$ cat config.mk
export PLATFORM = sky130hd
export DESIGN_NAME = cpu_core
export DESIGN_NICKNAME = d
export VERILOG_FILES = /design/src/rtl/cpu_pkg.sv /design/src/rtl/cpu_core.sv /design/src/rtl/execute_stage.sv /design/src/rtl/hazard_unit.sv /design/src/rtl/reg_file.sv /design/src/rtl/decoder.sv /design/src/rtl/fetch_stage.sv
export SDC_FILE = /design/constraint.sdc
export NUM_CORES = 1
export LEC_CHECK = 0
export ABC_AREA = 1
export BUFFER_PORTS_ARGS = -buffer_cell sky130_fd_sc_hd__buf_2
export CAP_MARGIN = 25
export CORE_ASPECT_RATIO = 0.9
export CORE_MARGIN = 4
export CORE_UTILIZATION = 45
export DETAILED_ROUTE_END_ITERATION = 7
export PLACE_DENSITY = 0.73
export SLEW_MARGIN = 20
export SYNTH_ARGS = -nofsm -noshare
export SYNTH_HDL_FRONTEND = slang
export SYNTH_HIERARCHICAL = 1
export SYNTH_SLANG_ARGS = --single-unit
$ cat constraint.sdc
create_clock -name clk_50MHz -period 5.3 [get_ports clk_50MHz]
set_clock_uncertainty 0.1 [all_clocks]
set_input_delay 0.795 -clock clk_50MHz [delete_from_list [all_inputs] [get_ports clk_50MHz]]
set_output_delay 0.795 -clock clk_50MHz [all_outputs]
set_load 0.1 [all_outputs]
$ cat src/rtl/cpu_pkg.sv
`default_nettype none

package cpu_pkg;

    // ********************
    // widths
    // ********************
    localparam int DATA_W     = 16;
    localparam int REG_ADDR_W = 3;
    localparam int NUM_REGS   = 8;
    localparam int PC_W       = 16;

    typedef logic [DATA_W-1:0]     data_t;
    typedef logic [PC_W-1:0]       pc_t;
    typedef logic [REG_ADDR_W-1:0] reg_addr_t;

    typedef enum logic [4:0] {
        OP_NOP   = 5'b00001,
        OP_B     = 5'b00010,
        OP_BEQZ  = 5'b00100,
        OP_ADDIU = 5'b01001,
        OP_LI    = 5'b01101,
        OP_LW    = 5'b10011,
        OP_SW    = 5'b11011,
        OP_RRR   = 5'b11100,
        OP_LOGIC = 5'b11101
    } opcode_e;

    // NOP word, opcode in the top five bits
    localparam data_t NOP_INST = 16'h0800;

    typedef enum logic [1:0] {
        ALU_ADD,
        ALU_SUB,
        ALU_AND,
        ALU_OR
    } alu_op_e;

    typedef enum logic [1:0] {
        FWD_NONE,
        FWD_MEM,
        FWD_WB
    } fwd_sel_e;

    // ********************
    // instruction formats
    // ********************
    typedef union packed {
        struct packed {
            opcode_e   opcode;
            reg_addr_t rx;
            reg_addr_t ry;
            reg_addr_t rz;
            logic [1:0] funct2;
        } rrr;
        struct packed {
            opcode_e    opcode;
            reg_addr_t  rx;
            logic [7:0] imm8;
        } ri;
        struct packed {
            opcode_e    opcode;
            reg_addr_t  rx;
            reg_addr_t  ry;
            logic [4:0] imm5;
        } rri;
        struct packed {
            opcode_e     opcode;
            logic [10:0] imm11;
        } jmp;
    } inst_u;

    typedef struct packed {
        alu_op_e   alu_op;
        logic      use_imm;
        // forces operand A to zero, LI only
        logic      zero_a;
        logic      reg_we;
        reg_addr_t wb_addr;
        logic      mem_re;
        logic      mem_we;
        logic      is_branch;
        logic      is_beqz;
    } ctrl_t;

    // ********************
    // pipeline registers
    // ********************
    typedef struct packed {
        inst_u inst;
        pc_t   pc_next;
    } if_id_t;

    typedef struct packed {
        ctrl_t     ctrl;
        pc_t       pc_next;
        reg_addr_t rs1_addr;
        reg_addr_t rs2_addr;
        data_t     rs1_data;
        data_t     rs2_data;
        data_t     imm;
    } id_ex_t;

    typedef struct packed {
        logic      reg_we;
        logic      mem_re;
        logic      mem_we;
        reg_addr_t wb_addr;
        data_t     alu_res;
        data_t     store_data;
    } ex_mem_t;

    typedef struct packed {
        logic      reg_we;
        reg_addr_t wb_addr;
        data_t     wb_data;
    } mem_wb_t;

endpackage

`default_nettype wire
$ cat src/rtl/cpu_core.sv
`timescale 1ns/1ps
`default_nettype none

module cpu_core import cpu_pkg::*; (
    input  logic  clk_50MHz,
    input  logic  rst,
    output pc_t   imem_addr_o,
    input  data_t imem_data_i,
    output data_t dmem_addr_o,
    output data_t dmem_wdata_o,
    output logic  dmem_we_o,
    output logic  dmem_re_o,
    input  data_t dmem_rdata_i
);

    if_id_t    if_id;
    id_ex_t    id_ex_d;
    id_ex_t    id_ex_q;
    ex_mem_t   ex_mem_q;
    mem_wb_t   mem_wb_q;
    ctrl_t     dec_ctrl;
    data_t     dec_imm;
    reg_addr_t rs1_addr;
    reg_addr_t rs2_addr;
    data_t     rs1_data;
    data_t     rs2_data;
    logic      stall;
    fwd_sel_e  fwd_a;
    fwd_sel_e  fwd_b;
    data_t     alu_res;
    data_t     store_data;
    logic      branch_taken;
    pc_t       branch_target;

    // ********************
    // fetch and decode
    // ********************
    fetch_stage u_fetch (
        .clk_50MHz_i     (clk_50MHz),
        .rst             (rst),
        .stall_i         (stall),
        .flush_i         (branch_taken),
        .branch_target_i (branch_target),
        .imem_data_i     (imem_data_i),
        .imem_addr_o     (imem_addr_o),
        .if_id_o         (if_id)
    );

    decoder u_decoder (
        .if_id_i    (if_id),
        .ctrl_o     (dec_ctrl),
        .imm_o      (dec_imm),
        .rs1_addr_o (rs1_addr),
        .rs2_addr_o (rs2_addr)
    );

    reg_file u_regs (
        .clk_50MHz  (clk_50MHz),
        .rst        (rst),
        .rs1_addr_i (rs1_addr),
        .rs2_addr_i (rs2_addr),
        .wb_i       (mem_wb_q),
        .rs1_data_o (rs1_data),
        .rs2_data_o (rs2_data)
    );

    hazard_unit u_hazard (
        .rs1_addr_i (rs1_addr),
        .rs2_addr_i (rs2_addr),
        .id_ex_i    (id_ex_q),
        .ex_mem_i   (ex_mem_q),
        .mem_wb_i   (mem_wb_q),
        .stall_o    (stall),
        .fwd_a_o    (fwd_a),
        .fwd_b_o    (fwd_b)
    );

    assign id_ex_d = '{ctrl: dec_ctrl, pc_next: if_id.pc_next,
                       rs1_addr: rs1_addr, rs2_addr: rs2_addr,
                       rs1_data: rs1_data, rs2_data: rs2_data, imm: dec_imm};

    // bubble on load-use stall or on a taken branch
    always_ff @(posedge clk_50MHz or negedge rst) begin
        if (!rst) begin
            id_ex_q <= '0;
        end else if (stall || branch_taken) begin
            id_ex_q <= '0;
        end else begin
            id_ex_q <= id_ex_d;
        end
    end

    // ********************
    // execute
    // ********************
    execute_stage u_execute (
        .id_ex_i         (id_ex_q),
        .fwd_a_i         (fwd_a),
        .fwd_b_i         (fwd_b),
        .ex_mem_fwd_i    (ex_mem_q.alu_res),
        .mem_wb_fwd_i    (mem_wb_q.wb_data),
        .alu_res_o       (alu_res),
        .store_data_o    (store_data),
        .branch_taken_o  (branch_taken),
        .branch_target_o (branch_target)
    );

    always_ff @(posedge clk_50MHz or negedge rst) begin
        if (!rst) begin
            ex_mem_q <= '0;
        end else begin
            ex_mem_q <= '{reg_we: id_ex_q.ctrl.reg_we, mem_re: id_ex_q.ctrl.mem_re,
                          mem_we: id_ex_q.ctrl.mem_we, wb_addr: id_ex_q.ctrl.wb_addr,
                          alu_res: alu_res, store_data: store_data};
        end
    end

    // ********************
    // memory and writeback
    // ********************
    assign dmem_addr_o  = ex_mem_q.alu_res;
    assign dmem_wdata_o = ex_mem_q.store_data;
    assign dmem_we_o    = ex_mem_q.mem_we;
    assign dmem_re_o    = ex_mem_q.mem_re;

    always_ff @(posedge clk_50MHz or negedge rst) begin
        if (!rst) begin
            mem_wb_q <= '0;
        end else begin
            mem_wb_q.reg_we  <= ex_mem_q.reg_we;
            mem_wb_q.wb_addr <= ex_mem_q.wb_addr;
            mem_wb_q.wb_data <= ex_mem_q.mem_re ? dmem_rdata_i : ex_mem_q.alu_res;
        end
    end

    a_mem_excl: assert property (@(posedge clk_50MHz) disable iff (!rst)
        !(dmem_we_o && dmem_re_o));

    // flushed slot in execute is a bubble, so no load can stall decode
    a_no_stall_after_flush: assert property (@(posedge clk_50MHz) disable iff (!rst)
        branch_taken |=> !stall);

endmodule

`default_nettype wire

$ cat src/rtl/execute_stage.sv
`timescale 1ns/1ps
`default_nettype none

module execute_stage import cpu_pkg::*; (
    input  id_ex_t   id_ex_i,
    input  fwd_sel_e fwd_a_i,
    input  fwd_sel_e fwd_b_i,
    input  data_t    ex_mem_fwd_i,
    input  data_t    mem_wb_fwd_i,
    output data_t    alu_res_o,
    output data_t    store_data_o,
    output logic     branch_taken_o,
    output pc_t      branch_target_o
);

    data_t rs1_val;
    data_t rs2_val;
    data_t op_a;
    data_t op_b;

    function automatic data_t fwd_mux(input fwd_sel_e sel, input data_t reg_val,
                                      input data_t mem_val, input data_t wb_val);
        data_t val;
        unique case (sel)
            FWD_MEM: val = mem_val;
            FWD_WB:  val = wb_val;
            default: val = reg_val;
        endcase
        return val;
    endfunction

    assign rs1_val = fwd_mux(fwd_a_i, id_ex_i.rs1_data, ex_mem_fwd_i, mem_wb_fwd_i);
    assign rs2_val = fwd_mux(fwd_b_i, id_ex_i.rs2_data, ex_mem_fwd_i, mem_wb_fwd_i);

    assign op_a = id_ex_i.ctrl.zero_a ? '0 : rs1_val;
    assign op_b = id_ex_i.ctrl.use_imm ? id_ex_i.imm : rs2_val;

    // ********************
    // ALU
    // ********************
    always_comb begin
        unique case (id_ex_i.ctrl.alu_op)
            ALU_ADD: alu_res_o = op_a + op_b;
            ALU_SUB: alu_res_o = op_a - op_b;
            ALU_AND: alu_res_o = op_a & op_b;
            ALU_OR:  alu_res_o = op_a | op_b;
            default: alu_res_o = '0;
        endcase
    end

    // SW stores ry
    assign store_data_o = rs2_val;

    // offset is relative to the address after the branch
    assign branch_taken_o  = id_ex_i.ctrl.is_branch ||
                             (id_ex_i.ctrl.is_beqz && rs1_val == '0);
    assign branch_target_o = id_ex_i.pc_next + id_ex_i.imm;

endmodule

`default_nettype wire

$ cat src/rtl/hazard_unit.sv
`timescale 1ns/1ps
`default_nettype none

module hazard_unit import cpu_pkg::*; (
    input  reg_addr_t rs1_addr_i,
    input  reg_addr_t rs2_addr_i,
    input  id_ex_t    id_ex_i,
    input  ex_mem_t   ex_mem_i,
    input  mem_wb_t   mem_wb_i,
    output logic      stall_o,
    output fwd_sel_e  fwd_a_o,
    output fwd_sel_e  fwd_b_o
);

    // ********************
    // load-use
    // ********************
    assign stall_o = id_ex_i.ctrl.mem_re &&
                     (id_ex_i.ctrl.wb_addr == rs1_addr_i ||
                      id_ex_i.ctrl.wb_addr == rs2_addr_i);

    // ********************
    // forwarding
    // ********************
    function automatic fwd_sel_e pick_src(input reg_addr_t src, input ex_mem_t ex_mem,
                                          input mem_wb_t mem_wb);
        fwd_sel_e sel;
        sel = FWD_NONE;
        // younger result wins
        if (ex_mem.reg_we && ex_mem.wb_addr == src) begin
            sel = FWD_MEM;
        end else if (mem_wb.reg_we && mem_wb.wb_addr == src) begin
            sel = FWD_WB;
        end
        return sel;
    endfunction

    assign fwd_a_o = pick_src(id_ex_i.rs1_addr, ex_mem_i, mem_wb_i);
    assign fwd_b_o = pick_src(id_ex_i.rs2_addr, ex_mem_i, mem_wb_i);

endmodule

`default_nettype wire

$ cat src/rtl/reg_file.sv
`timescale 1ns/1ps
`default_nettype none

module reg_file import cpu_pkg::*; (
    input  logic      clk_50MHz,
    input  logic      rst,
    input  reg_addr_t rs1_addr_i,
    input  reg_addr_t rs2_addr_i,
    input  mem_wb_t   wb_i,
    output data_t     rs1_data_o,
    output data_t     rs2_data_o
);

    data_t regs [NUM_REGS];

    always_ff @(posedge clk_50MHz or negedge rst) begin
        if (!rst) begin
            regs <= '{default: '0};
        end else if (wb_i.reg_we) begin
            regs[wb_i.wb_addr] <= wb_i.wb_data;
        end
    end

    // write-through so decode sees a same-cycle writeback
    assign rs1_data_o = (wb_i.reg_we && wb_i.wb_addr == rs1_addr_i) ?
                        wb_i.wb_data : regs[rs1_addr_i];
    assign rs2_data_o = (wb_i.reg_we && wb_i.wb_addr == rs2_addr_i) ?
                        wb_i.wb_data : regs[rs2_addr_i];

endmodule

`default_nettype wire

$ cat src/rtl/decoder.sv
`timescale 1ns/1ps
`default_nettype none

module decoder import cpu_pkg::*; (
    input  if_id_t    if_id_i,
    output ctrl_t     ctrl_o,
    output data_t     imm_o,
    output reg_addr_t rs1_addr_o,
    output reg_addr_t rs2_addr_o
);

    inst_u inst;

    assign inst = if_id_i.inst;

    // rx and ry sit in the same bits in every format
    assign rs1_addr_o = inst.rri.rx;
    assign rs2_addr_o = inst.rri.ry;

    always_comb begin
        ctrl_o = '0;
        imm_o  = '0;
        unique case (inst.jmp.opcode)
            OP_B: begin
                ctrl_o.is_branch = 1'b1;
                imm_o = {{5{inst.jmp.imm11[10]}}, inst.jmp.imm11};
            end
            OP_BEQZ: begin
                ctrl_o.is_beqz = 1'b1;
                imm_o = {{8{inst.ri.imm8[7]}}, inst.ri.imm8};
            end
            OP_ADDIU: begin
                ctrl_o.use_imm = 1'b1;
                ctrl_o.reg_we  = 1'b1;
                ctrl_o.wb_addr = inst.ri.rx;
                imm_o = {{8{inst.ri.imm8[7]}}, inst.ri.imm8};
            end
            OP_LI: begin
                // 0 + zero-extended imm8
                ctrl_o.use_imm = 1'b1;
                ctrl_o.zero_a  = 1'b1;
                ctrl_o.reg_we  = 1'b1;
                ctrl_o.wb_addr = inst.ri.rx;
                imm_o = {8'h00, inst.ri.imm8};
            end
            OP_LW: begin
                ctrl_o.use_imm = 1'b1;
                ctrl_o.reg_we  = 1'b1;
                ctrl_o.mem_re  = 1'b1;
                ctrl_o.wb_addr = inst.rri.ry;
                imm_o = {{11{inst.rri.imm5[4]}}, inst.rri.imm5};
            end
            OP_SW: begin
                ctrl_o.use_imm = 1'b1;
                ctrl_o.mem_we  = 1'b1;
                imm_o = {{11{inst.rri.imm5[4]}}, inst.rri.imm5};
            end
            OP_RRR: begin
                ctrl_o.wb_addr = inst.rrr.rz;
                ctrl_o.reg_we  = inst.rrr.funct2[0];
                ctrl_o.alu_op  = inst.rrr.funct2[1] ? ALU_SUB : ALU_ADD;
            end
            OP_LOGIC: begin
                ctrl_o.wb_addr = inst.rrr.rx;
                ctrl_o.reg_we  = !inst.rrr.funct2[1];
                ctrl_o.alu_op  = inst.rrr.funct2[0] ? ALU_OR : ALU_AND;
            end
            default: begin
                // NOP and anything unknown
                ctrl_o = '0;
            end
        endcase
    end

endmodule

`default_nettype wire

$ cat src/rtl/fetch_stage.sv
`timescale 1ns/1ps
`default_nettype none

module fetch_stage import cpu_pkg::*; (
    input  logic   clk_50MHz_i,
    input  logic   rst,
    input  logic   stall_i,
    input  logic   flush_i,
    input  pc_t    branch_target_i,
    input  data_t  imem_data_i,
    output pc_t    imem_addr_o,
    output if_id_t if_id_o
);

    pc_t pc_q;
    pc_t pc_plus1;

    assign pc_plus1    = pc_q + 1'b1;
    assign imem_addr_o = pc_q;

    // flush wins over stall
    always_ff @(posedge clk_50MHz_i or negedge rst) begin
        if (!rst) begin
            pc_q <= '0;
        end else if (flush_i) begin
            pc_q <= branch_target_i;
        end else if (!stall_i) begin
            pc_q <= pc_plus1;
        end
    end

    always_ff @(posedge clk_50MHz_i or negedge rst) begin
        if (!rst) begin
            if_id_o <= '{inst: NOP_INST, pc_next: '0};
        end else if (flush_i) begin
            // fetched word is on the wrong path
            if_id_o <= '{inst: NOP_INST, pc_next: '0};
        end else if (!stall_i) begin
            if_id_o <= '{inst: imem_data_i, pc_next: pc_plus1};
        end
    end

    // a stall never meets a flush, so the pc always holds
    a_pc_hold: assert property (@(posedge clk_50MHz_i) disable iff (!rst)
        stall_i |=> imem_addr_o == $past(imem_addr_o));

endmodule

`default_nettype wire

==> impl_metrics.csv <==
group,metric,value,unit
yosys,ys_types,54,
sta,setup_viol,0,
setup_path,cp_slowest_cell,"dfrtp_1",
clocking,cts_tree,"yes",
yosys,synth_area,18900,um^2
power,power_frac_comb,0.361,
yosys,synth_edf_count,0,
floorplan,core,41000,um^2
power,swShare,0.436,
detailed_routing,vias,17400,
yosys,syn_inst,2654,
floorplan,start_util,0.460,
job,drv_cap,0,
power,vdd_drop_max,0.000570,V
global_routing,grt_use_total,0.240,
sta,timing.hold.ws,70.9,ps
power,power,9.34,mW
yosys,ys_seq_area_frac,0.419,
power,p_int,5.26,mW
clocking,cts-root-buf,"clkbuf_16",
global_routing,grt.overflow.total,0,
detailed_routing,wl_met2,24300,um
detailed_routing,drt_iter0_drc,2285,
detailed_routing,top_layer_used,"met4",
layout,final_area,20400,um^2
detailed_routing,avgViaCountPerCell,5.42,
placed_design,dpl-instance-area,19200,um^2
layout,fin_cells,3205,
global_routing,grt_pass1_wl,88600,um
floorplan,num_rows,70,
detailed_routing,wirelength,54900,um
detailed_routing,drt-pass1-iter-count,6,
yosys,synth-main-ff-cell,"dfrtp_1",
yosys,synthArstFlopShare,1.00,
layout,final_common_cell,"nand2_1",
detailed_routing,post_drt_wl_per_cell,17.1,um
detailed_routing,wl_met3,5500,um
power,p_leak,10.6,nW
detailed_routing,drc,0,
yosys,synth_top_area_frac,0.418,
layout,finalCoreUtilization,0.497,
setup_path,required,5610,ps
min_path,min_path_type,"in -> async",
power,power.switching,4.08,mW
sta,tns,0,ps
floorplan,die-area,45300,um^2
setup_path,r2r-start,"mem_wb_q[16]",
layout,multi_input_area,8600,um^2
layout,ff_latch_area,7910,um^2
yosys,yosysTopAreaCell,"dfrtp_1",
layout,drive_gt1_frac,0.0950,
sta,grt_setup_unrepaired,"false",
global_routing,grt_pass1_vias,16900,
floorplan,die_w,224,um
clocking,cts_hold_buf,0,
clocking,clk_path_buf_depth,3,
placed_design,gp_congestion,0.942,
layout,fin_nets,2713,
setup_path,cp_slowest_stage_delay,470,ps
clocking,clkSinkCount,316,
placed_design,dp.cells,3141,
clocking,insertion_delay,540,ps
setup_path,crit_start,"mem_wb_q[16]",
power,clkPwrFrac,0.265,
clocking,clk_pin_slew_worst_paths,60,ps
floorplan,die_y,202,um
placed_design,dp_slack,511,ps
sta,hold_viol,0,
setup_path,start_kind,"flip-flop",
run_status,outcome,"finished clean",
sta,slew_viol_final,0,
setup_path,end_kind,"flip-flop",
setup_path,critical_path.most_common_cell,"nand3_1",
global_routing,grt_max_degree,129,
sta,finalWorstSetupSlack,540,ps
clocking,cts_buffers,35,
placed_design,hpwl,36100,um
setup_path,critPathArrivalTime,5070,ps
yosys,synth_seq_cells,316,
detailed_routing,ant_nets,0,
layout,final_cell_mix,"895 x nand2_1, 343 x nand3_1, 333 x inv_1, 313 x dfrtp_1, 199 x o21ai_0",
sta,fmax,0.210,GHz
power,powerDensity,459,nW/um^2
placed_design,io_buffers,83,
layout,area_growth,7.89,%
yosys,synth_fp_nets,2728,
clocking,cts-resized-gates,0,
sta,final.min_clock_period,4760,ps
layout,n_fill_cell,4015,
sta,worstMarginPinSlew,970,ps
power,p_seq_frac,0.374,
setup_path,r2r_setup_slack,540,ps
sta,layout_worst_path_cycle_share,0.898,
sta,relSlewSlack,0.353,
yosys,avgSynthCellArea,7.11,um^2
yosys,synth_area_leaders,"dfrtp_1 42%, nand2_1 18%, nand3_1 9.1%, inv_1 6.7%, o21ai_0 5.3%",
clocking,cts_setup_buffers,0,
setup_path,crit_fanout,20,
global_routing,antenna_found_initial,0,
detailed_routing,wl_met1,23400,um
yosys,yosys_warnings,6,
floorplan,io_pins,84,
clocking,htreeDepth,2,
setup_path,path_class,"reg -> reg",
critical path: cells and delay by family, from the launching register on:
family	cells	cell delay, ps
fa+ha+maj	3	880
flops	1	470
compound gates	8	1100
buf+inv	3	520
simple gates	13	1390
xor+xnor	1	170
routing by layer:
metal	global-route usage	vias up
met5	0	-
met4	0.0867	0
met3	0.0426	135
met2	0.369	885
met1	0.342	8119
li1	-	8234
cells in the mapped netlist (3+ instances only):
master / number
nand2_1: 895
nand3_1: 343
inv_1: 335
dfrtp_1: 315
o21ai_0: 199
nor2_1: 129
buf_2: 54
buf_4: 48
a21oi_1: 43
ha_1: 38
nor2_2: 37
clkbuf_1: 30
xor2_1: 25
buf_6: 19
a22o_1: 15
inv_2: 14
xnor2_1: 13
nand2_2: 9
nand4_1: 7
o21ai_1: 7
o211ai_1: 6
or2_1: 6
or2_2: 6
buf_1: 5
or2_0: 5
nor3_1: 4
o31ai_1: 4
a31oi_1: 3
inv_4: 3
nand2_4: 3
nand3_2: 3
o21bai_1: 3
final timing paths:
kind,end,cells past startpoint
setup / recovery,dmem_addr_o[15],28
hold / removal,u_regs/regs[127],1
setup reg to reg,dmem_addr_o[15],28
hold reg to reg,dmem_we_o,0
max in group asynchronous,dmem_addr_o[14],3
min in group clk_50MHz,dmem_we_o,0
registers in the layout, summed over array words and instances (netlist names):
name and flops:
ex_mem_q 4, dmem_addr_o 16, u_regs/regs 128, dmem_re_o 1
id_ex_q 82, mem_wb_q 20, dmem_we_o 1, u_fetch/if_id_o 32
dmem_wdata_o 16, u_fetch/imem_addr_o 16
layout make-up:
cell class | count | area share
Multi-Input combinational cell | 1823 | 0.422
Sequential cell | 316 | 0.389
Timing Repair Buffer | 108 | 0.0323
Clock buffer | 53 | 0.0528
Tap cell | 540 | 0.0332
Clock inverter | 9 | 0.00455
Antenna cell | 1 | 0.000123
Inverter | 355 | 0.0661
power groups by stage:
stage	clock network, mW	logic [mW]	registers, mW
global placement	0	3.28	3.52
CTS	2.52	3.35	3.49
global route	2.62	3.72	3.56
finish	2.47	3.37	3.49
detailed placement	0	3.33	3.52
floorplan	0	2.47	3.64
cell families after synthesis:
family | Yosys count | share of synthesized area
flip-flops | 316 | 0.419
AND/OR/NAND/NOR | 1453 | 0.326
buffers and inverters | 515 | 0.125
AO/OA/AOI/OAI | 292 | 0.0845
adder cells (fa/ha/maj) | 40 | 0.0273
XOR/XNOR | 38 | 0.0176
(Power assumes the default switching activity.)
